`config.mk`:
```
export PLATFORM = sky130hd
export DESIGN_NAME = chip_arbiter_flat
export DESIGN_NICKNAME = d
export VERILOG_FILES = /design/src/amiga_pkg.sv /design/src/chip_bus_if.sv /design/src/chip_arbiter.sv /design/src/flat_wrapper.sv
export SDC_FILE = /design/constraint.sdc
export NUM_CORES = 1
export LEC_CHECK = 0
export ABC_AREA = 1
export BUFFER_PORTS_ARGS = -buffer_cell sky130_fd_sc_hd__buf_4
export CELL_PAD_IN_SITES_DETAIL_PLACEMENT = 1
export CELL_PAD_IN_SITES_GLOBAL_PLACEMENT = 1
export CORE_MARGIN = 5
export CORE_UTILIZATION = 20
export CTS_BUF_LIST = sky130_fd_sc_hd__clkbuf_4 sky130_fd_sc_hd__clkbuf_8
export CTS_CLUSTER_DIAMETER = 200
export DETAILED_ROUTE_END_ITERATION = 12
export GPL_TIMING_DRIVEN = 1
export PLACE_DENSITY_LB_ADDON = 0.1
export SYNTH_ARGS = -nofsm -noshare
export SYNTH_HDL_FRONTEND = slang
export SYNTH_SLANG_ARGS = --single-unit
```
`constraint.sdc`:
```
create_clock -name clk_28 -period 1.4 [get_ports clk_28]
set_input_delay 0.14 -clock clk_28 [delete_from_list [all_inputs] [get_ports clk_28]]
set_output_delay 0.14 -clock clk_28 [all_outputs]
set_load 0.01 [all_outputs]
```
`src/amiga_pkg.sv`:
```
// shared bus widths and state types for the chip-bus core, referenced by scoped name only
`default_nettype none

package amiga_pkg;

  // chip ram geometry
  localparam int chip_addr_w = 12;  // word address, 4096 words
  localparam int chip_data_w = 16;  // one chip word

  // bitplane line length counter
  localparam int bpl_len_w = 8;     // up to 255 words per line

  // who holds the current memory slot
  typedef enum logic [1:0] {
    owner_none = 2'd0,
    owner_cpu  = 2'd1,
    owner_dma  = 2'd2
  } slot_owner_t;

  // bitplane dma engine state
  typedef enum logic {
    bpl_idle  = 1'b0,  // waiting for line_start
    bpl_fetch = 1'b1   // requesting words
  } bpl_state_t;

endpackage

`default_nettype wire

```
`src/chip_bus_if.sv`:
```
// one peer's chip ram request bundle, requester holds req until a one-cycle ack
`timescale 1ns/1ns
`default_nettype none

interface chip_bus_if;

  logic                              req;    // level, held until ack
  logic                              we;     // 1 = write
  logic [amiga_pkg::chip_addr_w-1:0] addr;
  logic [amiga_pkg::chip_data_w-1:0] wdata;
  logic                              ack;    // one-cycle pulse from arbiter
  logic [amiga_pkg::chip_data_w-1:0] rdata;  // valid with ack

  modport requester (
    output req,
    output we,
    output addr,
    output wdata,
    input  ack,
    input  rdata
  );

  modport arbiter (
    input  req,
    input  we,
    input  addr,
    input  wdata,
    output ack,
    output rdata
  );

endinterface

`default_nettype wire

```
`src/chip_arbiter.sv`:
```
// slot arbiter, opens one chip ram slot per cck rise and grants it to cpu or bitplane dma
`timescale 1ns/1ns
`default_nettype none

module chip_arbiter (
  input  wire                                clk_28,
  input  wire                                locked,
  input  wire                                cck,
  chip_bus_if.arbiter                        cpu,
  chip_bus_if.arbiter                        dma,
  output logic                               ram_we,
  output logic [amiga_pkg::chip_addr_w-1:0]  ram_addr,
  output logic [amiga_pkg::chip_data_w-1:0]  ram_wdata,
  input  wire  [amiga_pkg::chip_data_w-1:0]  ram_rdata
);

  logic                              cck_d;      // cck from last cycle
  logic                              slot_go;    // slot cycle flag
  logic                              parity;     // 1 = odd slot, dma first
  amiga_pkg::slot_owner_t            owner_sel;  // chosen in the slot cycle
  amiga_pkg::slot_owner_t            own_q1;     // ram read in flight
  amiga_pkg::slot_owner_t            own_q2;     // ack cycle
  logic [amiga_pkg::chip_data_w-1:0] rdata_q;

  // pick the owner, preferred peer first then the other one
  always_comb begin
    owner_sel = amiga_pkg::owner_none;
    if (slot_go) begin
      if (parity) begin
        if (dma.req)      owner_sel = amiga_pkg::owner_dma;
        else if (cpu.req) owner_sel = amiga_pkg::owner_cpu;
      end else begin
        if (cpu.req)      owner_sel = amiga_pkg::owner_cpu;
        else if (dma.req) owner_sel = amiga_pkg::owner_dma;
      end
    end
  end

  // ram command only lives for the slot cycle
  assign ram_we    = (owner_sel == amiga_pkg::owner_cpu) ? cpu.we :
                     (owner_sel == amiga_pkg::owner_dma) ? dma.we : 1'b0;
  assign ram_addr  = (owner_sel == amiga_pkg::owner_dma) ? dma.addr : cpu.addr;
  assign ram_wdata = (owner_sel == amiga_pkg::owner_dma) ? dma.wdata : cpu.wdata;

  always_ff @(posedge clk_28 or negedge locked) begin
    if (!locked) begin
      cck_d   <= 1'b1;  // cck resets high, no false edge
      slot_go <= 1'b0;
      parity  <= 1'b0;
      own_q1  <= amiga_pkg::owner_none;
      own_q2  <= amiga_pkg::owner_none;
    end else begin
      cck_d   <= cck;
      slot_go <= cck & ~cck_d;            // slot starts the cycle after the rise
      if (slot_go) parity <= ~parity;
      own_q1  <= owner_sel;               // follows the ram latency
      own_q2  <= own_q1;
    end
  end

  always_ff @(posedge clk_28) rdata_q <= ram_rdata;  // retime ram output for ack

  // ack and data only toward the slot owner
  assign cpu.ack   = (own_q2 == amiga_pkg::owner_cpu);
  assign dma.ack   = (own_q2 == amiga_pkg::owner_dma);
  assign cpu.rdata = cpu.ack ? rdata_q : '0;
  assign dma.rdata = dma.ack ? rdata_q : '0;

endmodule

`default_nettype wire

```
`src/flat_wrapper.sv`:
```
// flat-port wrapper written by rule: the top's interface ports become plain ports
module chip_arbiter_flat 
  (clk_28, locked, cck, ram_we, ram_addr, ram_wdata, ram_rdata, cpu_req, cpu_we, cpu_addr, cpu_wdata, cpu_ack, cpu_rdata, dma_req, dma_we, dma_addr, dma_wdata, dma_ack, dma_rdata);
  chip_bus_if cpu_i ();
  chip_bus_if dma_i ();
  input  wire clk_28;
  input  wire locked;
  input  wire cck;
  output logic ram_we;
  output logic [amiga_pkg::chip_addr_w-1:0] ram_addr;
  output logic [amiga_pkg::chip_data_w-1:0] ram_wdata;
  input  wire  [amiga_pkg::chip_data_w-1:0] ram_rdata;
  input wire logic [$bits(cpu_i.req)-1:0] cpu_req;
  input wire logic [$bits(cpu_i.we)-1:0] cpu_we;
  input wire logic [$bits(cpu_i.addr)-1:0] cpu_addr;
  input wire logic [$bits(cpu_i.wdata)-1:0] cpu_wdata;
  output wire logic [$bits(cpu_i.ack)-1:0] cpu_ack;
  output wire logic [$bits(cpu_i.rdata)-1:0] cpu_rdata;
  input wire logic [$bits(dma_i.req)-1:0] dma_req;
  input wire logic [$bits(dma_i.we)-1:0] dma_we;
  input wire logic [$bits(dma_i.addr)-1:0] dma_addr;
  input wire logic [$bits(dma_i.wdata)-1:0] dma_wdata;
  output wire logic [$bits(dma_i.ack)-1:0] dma_ack;
  output wire logic [$bits(dma_i.rdata)-1:0] dma_rdata;
  assign cpu_i.req = cpu_req;
  assign cpu_i.we = cpu_we;
  assign cpu_i.addr = cpu_addr;
  assign cpu_i.wdata = cpu_wdata;
  assign cpu_ack = cpu_i.ack;
  assign cpu_rdata = cpu_i.rdata;
  assign dma_i.req = dma_req;
  assign dma_i.we = dma_we;
  assign dma_i.addr = dma_addr;
  assign dma_i.wdata = dma_wdata;
  assign dma_ack = dma_i.ack;
  assign dma_rdata = dma_i.rdata;
  chip_arbiter u_core (.clk_28(clk_28), .locked(locked), .cck(cck), .cpu(cpu_i), .dma(dma_i), .ram_we(ram_we), .ram_addr(ram_addr), .ram_wdata(ram_wdata), .ram_rdata(ram_rdata));
endmodule
```
==> impl_metrics.sql, run 1 <==
INSERT INTO impl_metrics (metric_group, metric, value, unit) VALUES
('yosys', 'syn_area', '1200', 'µm²'),
('clock_network', 'cts_tree', 'done', ''),
('critical_path', 'critPathArrivalTime', '1.32', 'ns'),
('pwr', 'p_seq_share', '31.7', '%'),
('critical_path', 'worst_r2r_endpoint', 'u_core.own_q1[1]', ''),
('pwr', 'switching_power', '772', 'µW'),
('clock_network', 'clk_path_buf_depth', '2', ''),
('timing', 'finalClockSkew', '0.00522', 'ns'),
('floorplan', 'placementRows', '28', ''),
('yosys', 'ys_flop_type', 'sky130_fd_sc_hd__dfxtp_1', ''),
('yosys', 'yosys-top-cells-area', 'sky130_fd_sc_hd__dfxtp_1 27%, sky130_fd_sc_hd__nand2_1 19%, sky130_fd_sc_hd__dfrtp_1 13%, sky130_fd_sc_hd__nand3_1 12%, sky130_fd_sc_hd__nor2_1 11%', ''),
('run_status', 'status', 'finished, violations left', ''),
('critical_path', 'worst_setup_path_startpoint', 'u_core.own_q2[0]', ''),
('clock_network', 'cts_made_buffers', '3', ''),
('floorplan', 'ios', '142', ''),
('detailed_routing', 'drt_pre_antenna_iters', '2', ''),
('job', 'cap_violations', '0', ''),
('detailed_routing', 'highest_layer', 'met4', ''),
('pwr', 'power.switching_fraction', '33.4', '%'),
('pwr', 'p_per_area', '694', 'nW/µm²'),
('yosys', 'synth_top_cells_by_count', '60 x sky130_fd_sc_hd__nand2_1, 34 x sky130_fd_sc_hd__nor2_1, 29 x sky130_fd_sc_hd__nand3_1, 22 x sky130_fd_sc_hd__inv_1, 16 x sky130_fd_sc_hd__dfxtp_1', ''),
('final_layout', 'insertedDiodeCount', '0', ''),
('min_path', 'min-delay-start', 'cpu_req', ''),
('clock_network', 'clk-insertion-delay-late', '0.27', 'ns'),
('placed_design', 'gp_routability_congestion', '0.709', ''),
('timing', 'finish_stage_setup_viols', '37', ''),
('timing', 'worst_pin_slew', '0.177', 'ns'),
('critical_path', 'type_of_the_worst_setup_path', 'reg2out', ''),
('floorplan', 'floorplan.initialDensity', '20.4', '%'),
('final_layout', 'area.growth.synth_to_final', '178', '%'),
('placed_design', 'detailed_place_hpwl', '4170', 'µm'),
('critical_path', 'setup.worst_path.end_class', 'output port', ''),
('detailed_routing', 'drc', '0', ''),
('critical_path', 'r2r_slack', '0.43', 'ns'),
('timing', 'max_freq', '687', 'MHz'),
('pwr', 'worst_ir_drop_vdd', '0.000321', 'V'),
('yosys', 'synth_top_cell_by_area', 'sky130_fd_sc_hd__dfxtp_1', ''),
('yosys', 'synth-seq-area-share', '41.4', '%'),
('detailed_routing', 'finalWirelength', '6590', 'µm'),
('detailed_routing', 'ant_nets', '0', ''),
('floorplan', 'die_area', '7650', 'µm²'),
('detailed_routing', 'routed_wire_length_per_instance', '15.3', 'µm'),
('min_path', 'holdCritPathClass', 'in2reg', ''),
('final_layout', 'final_standard_cell_utilization_of_the_core', '56.6', '%'),
('yosys', 'ys_ff_latch', '23', ''),
('final_layout', 'layout.nets', '435', ''),
('clock_network', 'cts_htree_levels', '1', ''),
('grt', 'grt_first_pass_wirelength', '8420', 'µm'),
('yosys', 'synth_top_area_share', '26.7', '%'),
('yosys', 'syn-instance-count', '185', ''),
('detailed_routing', 'dr_wl_met2', '3710', 'µm'),
('detailed_routing', 'routed_via_density', '4.29', ''),
('critical_path', 'cp_slowest_cell', 'sky130_fd_sc_hd__dfrtp_1', ''),
('clock_network', 'cts_sinks', '23', ''),
('grt', 'global_route.usage.total', '13.6', '%'),
('critical_path', 'crit_end', 'dma_rdata[5]', ''),
('critical_path', 'critical_path.cell_chain', 'nor2_4 > inv_4 > clkbuf_16 > nor2_4 > buf_6', ''),
('timing', 'fin_crit', '1.46', 'ns'),
('timing', 'report.final.hold_viol_count', '0', ''),
('critical_path', 'max_stage_delay', '0.44', 'ns'),
('critical_path', 'critPathMaxFanout', '8', ''),
('run_status', 'violations_in_the_final_reports', 'setup timing', ''),
('timing', 'finalWorstSetupSlack', '-0.0566', 'ns'),
('timing', 'min_period_over_period', '104', '%'),
('grt', 'antenna_violations_before_repair', '0', ''),
('detailed_routing', 'met3_wirelength', '603', 'µm'),
('floorplan', 'height_of_the_chip', '87.5', 'µm'),
('final_layout', 'final_layout_size_suffix_gt1_share', '73.5', '%'),
('grt', 'grt_max_degree', '21', ''),
('clock_network', 'clock-root-buffer', 'sky130_fd_sc_hd__clkbuf_8', ''),
('timing', 'grt_setup_unrepaired', 'yes', '');
## worst max-delay path: cells and delay by family, from the launching register on
family | cells | cell delay, ns
buf+inv | 3 | 0.35
flops | 1 | 0.44
simple gates | 2 | 0.25
## layer usage
metal  vias to the layer above  GRT usage, %
li1                        896             -
met2                        84          25.1
met1                       857          14.8
met3                         9          4.64
met4                         0          2.93
met5                         -             0
## area by class of cell
| class | instances | area (µm²) |
|---|---|---|
| fillers | 675 | 2550 |
| repair buffers | 177 | 1690 |
| multi-input cells | 128 | 908 |
| flip-flops and latches | 23 | 497 |
| well taps | 75 | 93.8 |
| inverters | 23 | 91.3 |
| clock buffers | 3 | 41.3 |
| clock inverters | 1 | 7.51 |
## state kept, by name, summed over array words and instances, names as in the netlist
register,count
u_core.own_q1,2
u_core.rdata_q,16
u_core.cck_d,1
u_core.parity,1
u_core.slot_go,1
u_core.own_q2,2
## through the flow
stage	hold slack, ns	instance area [µm²]	power [mW]	std cells	TNS (ns)
2_1_floorplan	-0.156	1200	1.07	185	0
3_3_place_gp	-0.0438	2330	1.46	398	0
3_5_place_dp	-0.0390	2330	1.48	398	0
4_1_cts	0.152	2610	2.00	422	-1.16
5_1_grt	0.165	3330	2.45	430	-4.32
6_report	0.173	3330	2.31	430	-1.16
## repair_timing
item                       CTS  global route
cloned                       0             6
pin swaps                    0            12
resized for setup           10           175
setup endpoints to repair   45            58
hold buffers                18             0
hold endpoints to repair    24             0
buffers inserted             2             2
## worst min path at each step
stage                             to  slack (ns)  cells after the start
floorplan           u_core.own_q1[0]       -0.16                      0
finish              u_core.own_q1[0]        0.17                      2
global route        u_core.own_q1[0]        0.16                      2
CTS                 u_core.own_q1[0]        0.15                      2
detailed placement  u_core.own_q2[1]       -0.04                      1
global placement    u_core.own_q1[1]       -0.04                      1
## cell usage in the layout (no fill, tap or decap), drive strengths merged
cell type	count
buf	154
nor2	34
dlygate4sd3	18
inv	23
clkbuf	8
dfrtp	6
xor2	1
dfstp	1
nand4	1
and3	1
clkinvlp	1
nand2	62
dfxtp	16
nand3	29
## logic make-up (layout without fill, tap and decap cells)
logic type / after synthesis / count (layout) / share of synthesized area [%]
and+or+nand+nor: 127 / 127 / 43.6
buffers and inverters: 34 / 204 / 14.3
DFF: 23 / 23 / 41.4
xor gates and xnor gates: 1 / 1 / 0.730
## power groups by stage
stage	Combinational (mW)	Clock [mW]	Sequential [mW]
floorplan	0.329	0	0.741
CTS	0.825	0.445	0.725
finish	1.16	0.419	0.732
global placement	0.719	0	0.746
detailed placement	0.729	0	0.746
global route	1.25	0.466	0.738
Note: power is estimated with default switching activity, not from simulation.
==> run 2, diff against run 1 <==
- GPL_TIMING_DRIVEN: 1 -> unset
- SETUP_SLACK_MARGIN: unset -> 0.3
==> impl_metrics.sql, run 2 (synthesis gave the netlist of run 1 again) <==
INSERT INTO impl_metrics (metric_group, metric, value, unit) VALUES
('critical_path', 'r2r_slack', '0.46', 'ns'),
('final_layout', 'largest_register_ffs', '16', ''),
('timing', 'min_period_over_period', '104', '%'),
('detailed_routing', 'drt_pre_antenna_iters', '2', ''),
('final_layout', 'final_standard_cell_utilization_of_the_core', '53.4', '%'),
('critical_path', 'critical_path.cell_chain', 'nor2_4 > clkinvlp_4 > buf_6 > nor2_2 > buf_4', ''),
('critical_path', 'cp_slowest_cell', 'sky130_fd_sc_hd__dfrtp_1', ''),
('min_path', 'min-delay-start', 'cpu_req', ''),
('grt', 'first_global_vias', '1967', ''),
('job', 'cap_violations', '0', ''),
('final_layout', 'multi_input_comb_area', '850', 'µm²'),
('final_layout', 'final_common_cell', 'sky130_fd_sc_hd__buf_4', ''),
('final_layout', 'fillers', '702', ''),
('placed_design', 'detailed_place_hpwl', '4270', 'µm'),
('floorplan', 'height_of_the_chip', '87.5', 'µm'),
('critical_path', 'cp_data_required_time', '1.26', 'ns'),
('placed_design', 'postPlaceCellArea', '2330', 'µm²'),
('critical_path', 'worst_r2r_endpoint', 'u_core.own_q1[1]', ''),
('run_status', 'violations_in_the_final_reports', 'setup timing', ''),
('floorplan', 'floorplan.initialDensity', '20.4', '%'),
('min_path', 'holdCritPathClass', 'in2reg', ''),
('floorplan', 'die_w', '87.5', 'µm'),
('final_layout', 'layout.nets', '436', ''),
('final_layout', 'layout_top_registers', 'u_core.rdata_q: 16 flops, u_core.own_q1: 2 flops, u_core.own_q2: 2 flops', ''),
('critical_path', 'setup.worst_path.end_class', 'output port', ''),
('timing', 'grt_setup_unrepaired', 'yes', ''),
('clock_network', 'cts_tree', 'done', ''),
('detailed_routing', 'drc', '0', ''),
('pwr', 'report.power.total', '2.22', 'mW'),
('timing', 'finalWorstSetupSlack', '-0.0609', 'ns'),
('run_status', 'status', 'finished, violations left', ''),
('critical_path', 'critPathArrivalTime', '1.32', 'ns'),
('detailed_routing', 'routed_via_density', '4.24', ''),
('final_layout', 'final_layout_size_suffix_gt1_share', '69.1', '%'),
('timing', 'worst_pin_slew', '0.176', 'ns'),
('detailed_routing', 'finalWirelength', '6210', 'µm'),
('detailed_routing', 'routed_wire_length_per_instance', '14.4', 'µm'),
('clock_network', 'clk_path_buf_depth', '2', ''),
('min_path', 'min_delay_path_depth', '2', ''),
('grt', 'globalRoute.busiestLayer', 'met2', ''),
('timing', 'max_freq', '684', 'MHz'),
('clock_network', 'cts_htree_levels', '1', ''),
('detailed_routing', 'ant_nets', '0', ''),
('clock_network', 'cts_sinks', '23', ''),
('floorplan', 'placementRows', '28', ''),
('critical_path', 'r2r_cells', '5', ''),
('critical_path', 'critPathMaxFanout', '10', ''),
('detailed_routing', 'via_count', '1827', ''),
('final_layout', 'design_area', '3140', 'µm²'),
('pwr', 'worst_ir_drop_vdd', '0.000315', 'V'),
('grt', 'grt_first_pass_wirelength', '9180', 'µm'),
('placed_design', 'buffer_ports.inserted', '141', ''),
('critical_path', 'type_of_the_worst_setup_path', 'reg2out', ''),
('pwr', 'p_leak', '1.66', 'nW'),
('placed_design', 'gp_routability_congestion', '0.743', ''),
('grt', 'global_route.usage.total', '15.2', '%'),
('grt', 'grt_use_met1', '15.4', '%'),
('placed_design', 'placed_cells_incl_taps', '396', ''),
('min_path', 'min_to', 'u_core.own_q1[0]', ''),
('final_layout', 'area_occupied_by_registers', '497', 'µm²'),
('final_layout', 'final_cell_count_no_fill', '431', ''),
('grt', 'met2_usage', '29.5', '%'),
('clock_network', 'clock-root-buffer', 'sky130_fd_sc_hd__clkbuf_8', ''),
('final_layout', 'most-common-layout-cells', '118 x sky130_fd_sc_hd__buf_4, 37 x sky130_fd_sc_hd__nand2_2, 35 x sky130_fd_sc_hd__buf_6', ''),
('critical_path', 'timing.rr.start', 'u_core.parity', ''),
('final_layout', 'area.growth.synth_to_final', '162', '%'),
('timing', 'fin_crit', '1.46', 'ns'),
('clock_network', 'cts_made_buffers', '3', ''),
('timing', 'timing.final.max_slew_violations', '0', ''),
('timing', 'finalHoldWorstSlack', '0.176', 'ns'),
('grt', 'antenna_violations_before_repair', '0', ''),
('floorplan', 'core', '5890', 'µm²'),
('floorplan', 'die_area', '7650', 'µm²'),
('timing', 'report.final.hold_viol_count', '0', ''),
('floorplan', 'ios', '142', ''),
('final_layout', 'largest_register', 'u_core.rdata_q', ''),
('timing', 'max-slew-margin-rel', '88.3', '%'),
('critical_path', 'max_stage_delay', '0.41', 'ns'),
('grt', 'gr-total-overflow', '0', ''),
('clock_network', 'cts.clk_slew.worst_paths', '0.08', 'ns'),
('timing', 'finish_stage_setup_viols', '38', ''),
('critical_path', 'setup.worst_path.start_class', 'register', ''),
('pwr', 'p_per_area', '706', 'nW/µm²'),
('grt', 'global_route.usage.met3', '4.45', '%'),
('timing', 'finalClockSkew', '0.00499', 'ns'),
('detailed_routing', 'first_iter_violations', '20', ''),
('grt', 'grt_max_degree', '21', ''),
('clock_network', 'clk-insertion-delay-late', '0.26', 'ns'),
('final_layout', 'insertedDiodeCount', '0', '');
==> run 2: layout make-up <==
cell class	count	area share, %
inverter	23	2.95
timing repair buffer	176	49.7
tap	75	2.99
sequential	23	15.8
multi-input combinational	130	27.0
clock buffer	4	1.55
==> run 2: worst max-delay path by stage <==
stage	start	slack [ns]	depth (start not counted)	end
finish	u_core.own_q2[0]	-0.06	5	dma_rdata[12]
CTS	u_core.parity	-0.04	7	ram_wdata[1]
global placement	u_core.own_q2[1]	0.14	4	cpu_rdata[6]
detailed placement	u_core.own_q2[1]	0.08	4	cpu_rdata[8]
global route	u_core.own_q2[0]	-0.15	5	dma_rdata[12]
floorplan	u_core.own_q2[0]	0.26	4	dma_rdata[10]
==> run 2: report_power, final <==
group / leakage (nW) / total [mW] / switching (mW) / internal, mW
Clock: 0.0262 / 0.416 / 0.194 / 0.222
Sequential: 0.224 / 0.731 / 0.0227 / 0.708
Combinational: 1.41 / 1.07 / 0.498 / 0.573
Total: 1.66 / 2.22 / 0.714 / 1.50
==> run 2: worst max-delay path, delay by kind of cell (launching register included) <==
family | cells | cell delay (ns)
DFF | 1 | 0.41
buffers and inverters | 3 | 0.40
and+or+nand+nor | 2 | 0.25
==> run 2: per-stage QoR <==
stage | worst slack, ns | TNS, ns
2_1_floorplan | 0.263 | 0
3_3_place_gp | 0.136 | 0
3_5_place_dp | 0.0789 | 0
4_1_cts | -0.0408 | -0.575
5_1_grt | -0.152 | -5.86
6_report | -0.0609 | -0.836
==> run 2: timing repair <==
item                                   4_1_cts  5_1_grt
pin swaps                                    6        7
resized for setup                           99       41
setup buffers                                7        2
endpoints found under the hold margin       24        0
cloned                                       2        2
hold buffers                                18        0
setup endpoints to repair                   62       63
==> run 2: metal layers <==
layer / routed length, µm / up-vias
met5: 0 / -
met4: 40 / 0
met3: 580 / 2
met2: 3530 / 78
met1: 2050 / 845
li1: - / 902
==> run 3, diff against run 2 <==
- ABC_AREA: 1 -> unset
- CORE_UTILIZATION: 20 -> 23
==> impl_metrics.sql, run 3 <==
INSERT INTO impl_metrics (metric_group, metric, value, unit) VALUES
('run_status', 'status', 'finished, violations left', ''),
('run_status', 'violations_in_the_final_reports', 'setup timing', ''),
('detailed_routing', 'finalWirelength', '6060', 'µm'),
('yosys', 'synth.net_count', '177', ''),
('yosys', 'synth.mux.area_fraction', '33.9', '%'),
('job', 'cap_violations', '0', ''),
('pwr', 'switching_power', '554', 'µW'),
('timing', 'max-slew-margin-rel', '83.2', '%'),
('timing', 'report.final.hold_viol_count', '0', ''),
('floorplan', 'core', '5170', 'µm²'),
('floorplan', 'ios', '142', ''),
('critical_path', 'setup.worst_path.start_class', 'register', ''),
('clock_network', 'cts_tree', 'done', ''),
('timing', 'max_freq', '567', 'MHz'),
('grt', 'global_route.usage.total', '16.9', '%'),
('critical_path', 'type_of_the_worst_setup_path', 'reg2out', ''),
('timing', 'finalClockSkew', '0.00364', 'ns'),
('final_layout', 'final_cell_count_no_fill', '346', ''),
('yosys', 'ys_ff_latch', '23', ''),
('final_layout', 'layout.nets', '356', ''),
('placed_design', 'buffer_ports.inserted', '141', ''),
('yosys', 'synth-compound-area-share', '2.72', '%'),
('placed_design', 'gp_routability_congestion', '0.681', ''),
('detailed_routing', 'routed_wire_length_per_instance', '17.5', 'µm'),
('floorplan', 'floorplan.initialDensity', '24.0', '%'),
('clock_network', 'clk-insertion-delay-late', '0.27', 'ns'),
('pwr', 'p_leak', '1.59', 'nW'),
('grt', 'antenna_violations_before_repair', '0', ''),
('pwr', 'worst_ir_drop_vdd', '0.000335', 'V'),
('floorplan', 'die_area', '6960', 'µm²'),
('yosys', 'synthMostInstantiatedCell', 'sky130_fd_sc_hd__and2_1', ''),
('detailed_routing', 'first_iter_violations', '32', ''),
('yosys', 'ys_flop_type', 'sky130_fd_sc_hd__dfxtp_1', ''),
('final_layout', 'insertedDiodeCount', '0', ''),
('yosys', 'per_instance_average_area_after_synthesis', '12.7', 'µm²'),
('clock_network', 'clk_path_buf_depth', '2', ''),
('yosys', 'syn_area', '1240', 'µm²'),
('clock_network', 'cts.clk_slew.worst_paths', '0.08', 'ns'),
('placed_design', 'placed_cells_incl_taps', '307', ''),
('yosys', 'synth-warning-count', '0', ''),
('detailed_routing', 'drt_pre_antenna_iters', '4', ''),
('pwr', 'p_per_area', '668', 'nW/µm²'),
('floorplan', 'die_w', '83.4', 'µm'),
('timing', 'grt_setup_unrepaired', 'yes', ''),
('grt', 'gr-total-overflow', '0', ''),
('timing', 'finish_stage_setup_viols', '55', ''),
('final_layout', 'multi_input_comb_area', '791', 'µm²'),
('placed_design', 'postPlaceCellArea', '2390', 'µm²'),
('clock_network', 'cts_made_buffers', '3', ''),
('clock_network', 'clock-root-buffer', 'sky130_fd_sc_hd__clkbuf_8', ''),
('clock_network', 'cts_htree_levels', '1', ''),
('yosys', 'synth_top_area_share', '33.9', '%'),
('final_layout', 'fillers', '526', ''),
('final_layout', 'layout_top_registers', 'u_core.rdata_q: 16 flops, u_core.own_q1: 2 flops, u_core.own_q2: 2 flops', ''),
('grt', 'grt_first_pass_wirelength', '9250', 'µm'),
('final_layout', 'largest_register_ffs', '16', ''),
('final_layout', 'most-common-layout-cells', '82 x sky130_fd_sc_hd__buf_4, 75 x sky130_fd_sc_hd__buf_6, 32 x sky130_fd_sc_hd__and2_4', ''),
('critical_path', 'critPathArrivalTime', '1.62', 'ns'),
('grt', 'grt_max_degree', '14', ''),
('timing', 'worst_pin_slew', '0.249', 'ns'),
('timing', 'timing.final.max_slew_violations', '0', ''),
('timing', 'fin_crit', '1.76', 'ns'),
('final_layout', 'final_common_cell', 'sky130_fd_sc_hd__buf_4', ''),
('floorplan', 'placementRows', '26', ''),
('timing', 'min_period_over_period', '126', '%'),
('yosys', 'synth_top_cell_by_area', 'sky130_fd_sc_hd__mux2_4', ''),
('final_layout', 'design_area', '3160', 'µm²'),
('yosys', 'yosys.area_share.xor_xnor', '0.706', '%'),
('final_layout', 'largest_register', 'u_core.rdata_q', ''),
('pwr', 'p_clk_share', '20.8', '%'),
('critical_path', 'cp_data_required_time', '1.26', 'ns'),
('yosys', 'yosys-top-cells-area', 'sky130_fd_sc_hd__mux2_4 34%, sky130_fd_sc_hd__dfxtp_1 26%, sky130_fd_sc_hd__and2_1 16%, sky130_fd_sc_hd__dfrtp_1 12%, sky130_fd_sc_hd__buf_6 2.7%', ''),
('critical_path', 'setup.worst_path.end_class', 'output port', ''),
('yosys', 'simple_gate_share_of_the_synthesized_area', '18.8', '%'),
('yosys', 'synth.distinct_cells', '15', ''),
('detailed_routing', 'via_count', '1456', ''),
('min_path', 'holdCritPathClass', 'in2async', ''),
('floorplan', 'height_of_the_chip', '83.4', 'µm'),
('pwr', 'power.switching_fraction', '26.2', '%'),
('detailed_routing', 'drc', '0', ''),
('yosys', 'synth_edf_count', '0', ''),
('yosys', 'syn-instance-count', '98', ''),
('placed_design', 'detailed_place_hpwl', '4010', 'µm'),
('yosys', 'synth_top_cells_by_count', '32 x sky130_fd_sc_hd__and2_1, 28 x sky130_fd_sc_hd__mux2_4, 16 x sky130_fd_sc_hd__dfxtp_1, 6 x sky130_fd_sc_hd__dfrtp_1', ''),
('yosys', 'async_flop_share', '30.4', '%'),
('yosys', 'synth-seq-area-share', '40.1', '%'),
('timing', 'finalWorstSetupSlack', '-0.364', 'ns'),
('pwr', 'p_seq_share', '35.1', '%'),
('final_layout', 'area_occupied_by_registers', '497', 'µm²'),
('yosys', 'synth_fa_ha_area_share', '0', '%'),
('pwr', 'comb_power_share', '44.1', '%'),
('clock_network', 'cts_sinks', '23', ''),
('critical_path', 'critPathMaxFanout', '7', ''),
('yosys', 'synth_top_family_by_area', 'multiplexers', ''),
('grt', 'first_global_vias', '1693', ''),
('pwr', 'internal_power', '1.56', 'mW'),
('final_layout', 'area.growth.synth_to_final', '155', '%'),
('detailed_routing', 'routed_via_density', '4.21', ''),
('detailed_routing', 'ant_nets', '0', ''),
('final_layout', 'final_layout_size_suffix_gt1_share', '84.1', '%');
run 3: changes by cell type after synthesis, moves of 2 or more:
| cell | previous run | this run |
|---|---|---|
| sky130_fd_sc_hd__buf_2 | 5 | 2 |
| sky130_fd_sc_hd__buf_4 | 2 | 0 |
| sky130_fd_sc_hd__nand3_1 | 29 | 0 |
| sky130_fd_sc_hd__nor2b_1 | 0 | 3 |
| sky130_fd_sc_hd__nor2_1 | 34 | 0 |
| sky130_fd_sc_hd__mux2_4 | 0 | 28 |
| sky130_fd_sc_hd__nand2_1 | 60 | 0 |
| sky130_fd_sc_hd__inv_1 | 22 | 0 |
| sky130_fd_sc_hd__and2_1 | 0 | 32 |
run 3: layout make-up:
cell class,instances,area share (%)
multi-input combinational,69,25.0
sequential,23,15.7
timing repair buffer,179,54.8
inverter,1,0.119
tap,70,2.77
clock buffer,4,1.54
run 3: path summary, 6_finish.rpt:
| path | start | end | slack (ns) | cells after the start |
|---|---|---|---|---|
| hold / removal | locked | u_core.parity | 0.24 | 2 |
| hold reg to reg | u_core.own_q1[0] | u_core.own_q2[0] | 0.35 | 0 |
| setup reg to reg | u_core.slot_go | u_core.own_q1[1] | 0.32 | 5 |
| setup / recovery | u_core.slot_go | ram_addr[4] | -0.36 | 6 |
| min in group clk_28 | dma_req | u_core.own_q1[0] | 0.29 | 3 |
| max in group asynchronous | locked | u_core.cck_d | 0.96 | 2 |
run 3: through the flow:
step                      total power [mW]  util, %  worst slack [ns]  TNS, ns  hold WS [ns]
final                                 2.11     61.1            -0.364   -10.56         0.235
after global routing                  2.23     61.1            -0.434   -14.66         0.241
after CTS                             2.10     59.8            -0.325    -8.68         0.226
after detailed placement              1.41     46.3           -0.0844    -1.81       -0.0403
after global placement                1.40     46.3           -0.0438   -0.978       -0.0422
after floorplan                       1.03        -             0.156        0        -0.156
run 3: logic make-up after synthesis:
| family | count (synthesis) |
|---|---|
| mux | 28 |
| buf+inv | 6 |
| xor+xnor | 1 |
| simple gates | 37 |
| flops | 23 |
| compound gates | 3 |
run 3: worst max-delay path, cell delays in order (launching register included):
cell,delay [ns]
sky130_fd_sc_hd__dfrtp_1,0.39
sky130_fd_sc_hd__nand2_2,0.08
sky130_fd_sc_hd__a21oi_4,0.18
sky130_fd_sc_hd__buf_4,0.15
sky130_fd_sc_hd__buf_12,0.12
sky130_fd_sc_hd__mux2_4,0.31
sky130_fd_sc_hd__buf_6,0.12
run 3: layer usage:
metal	GRT usage [%]	vias to the layer above	wire length, µm
li1	-	679	-
met1	16.1	681	1950
met2	33.5	91	3450
met3	6.63	5	612
met4	3.95	0	52
met5	0	-	0
run 3: what timing repair did:
item | 4_1_cts | 5_1_grt
pin swaps | 34 | 1
hold buffers | 18 | 0
hold endpoints to repair | 24 | 0
gates resized for setup | 107 | 3
setup endpoints to repair | 63 | 64
buffers inserted | 10 | 4
gates cloned | 2 | 1
run 3: power by group through the flow:
stage               Clock [mW]  Combinational, mW  Sequential, mW
global route             0.484              0.993           0.750
detailed placement           0              0.661           0.751
finish                   0.439              0.930           0.741
floorplan                    0              0.289           0.745
global placement             0              0.653           0.750
CTS                      0.456              0.901           0.738
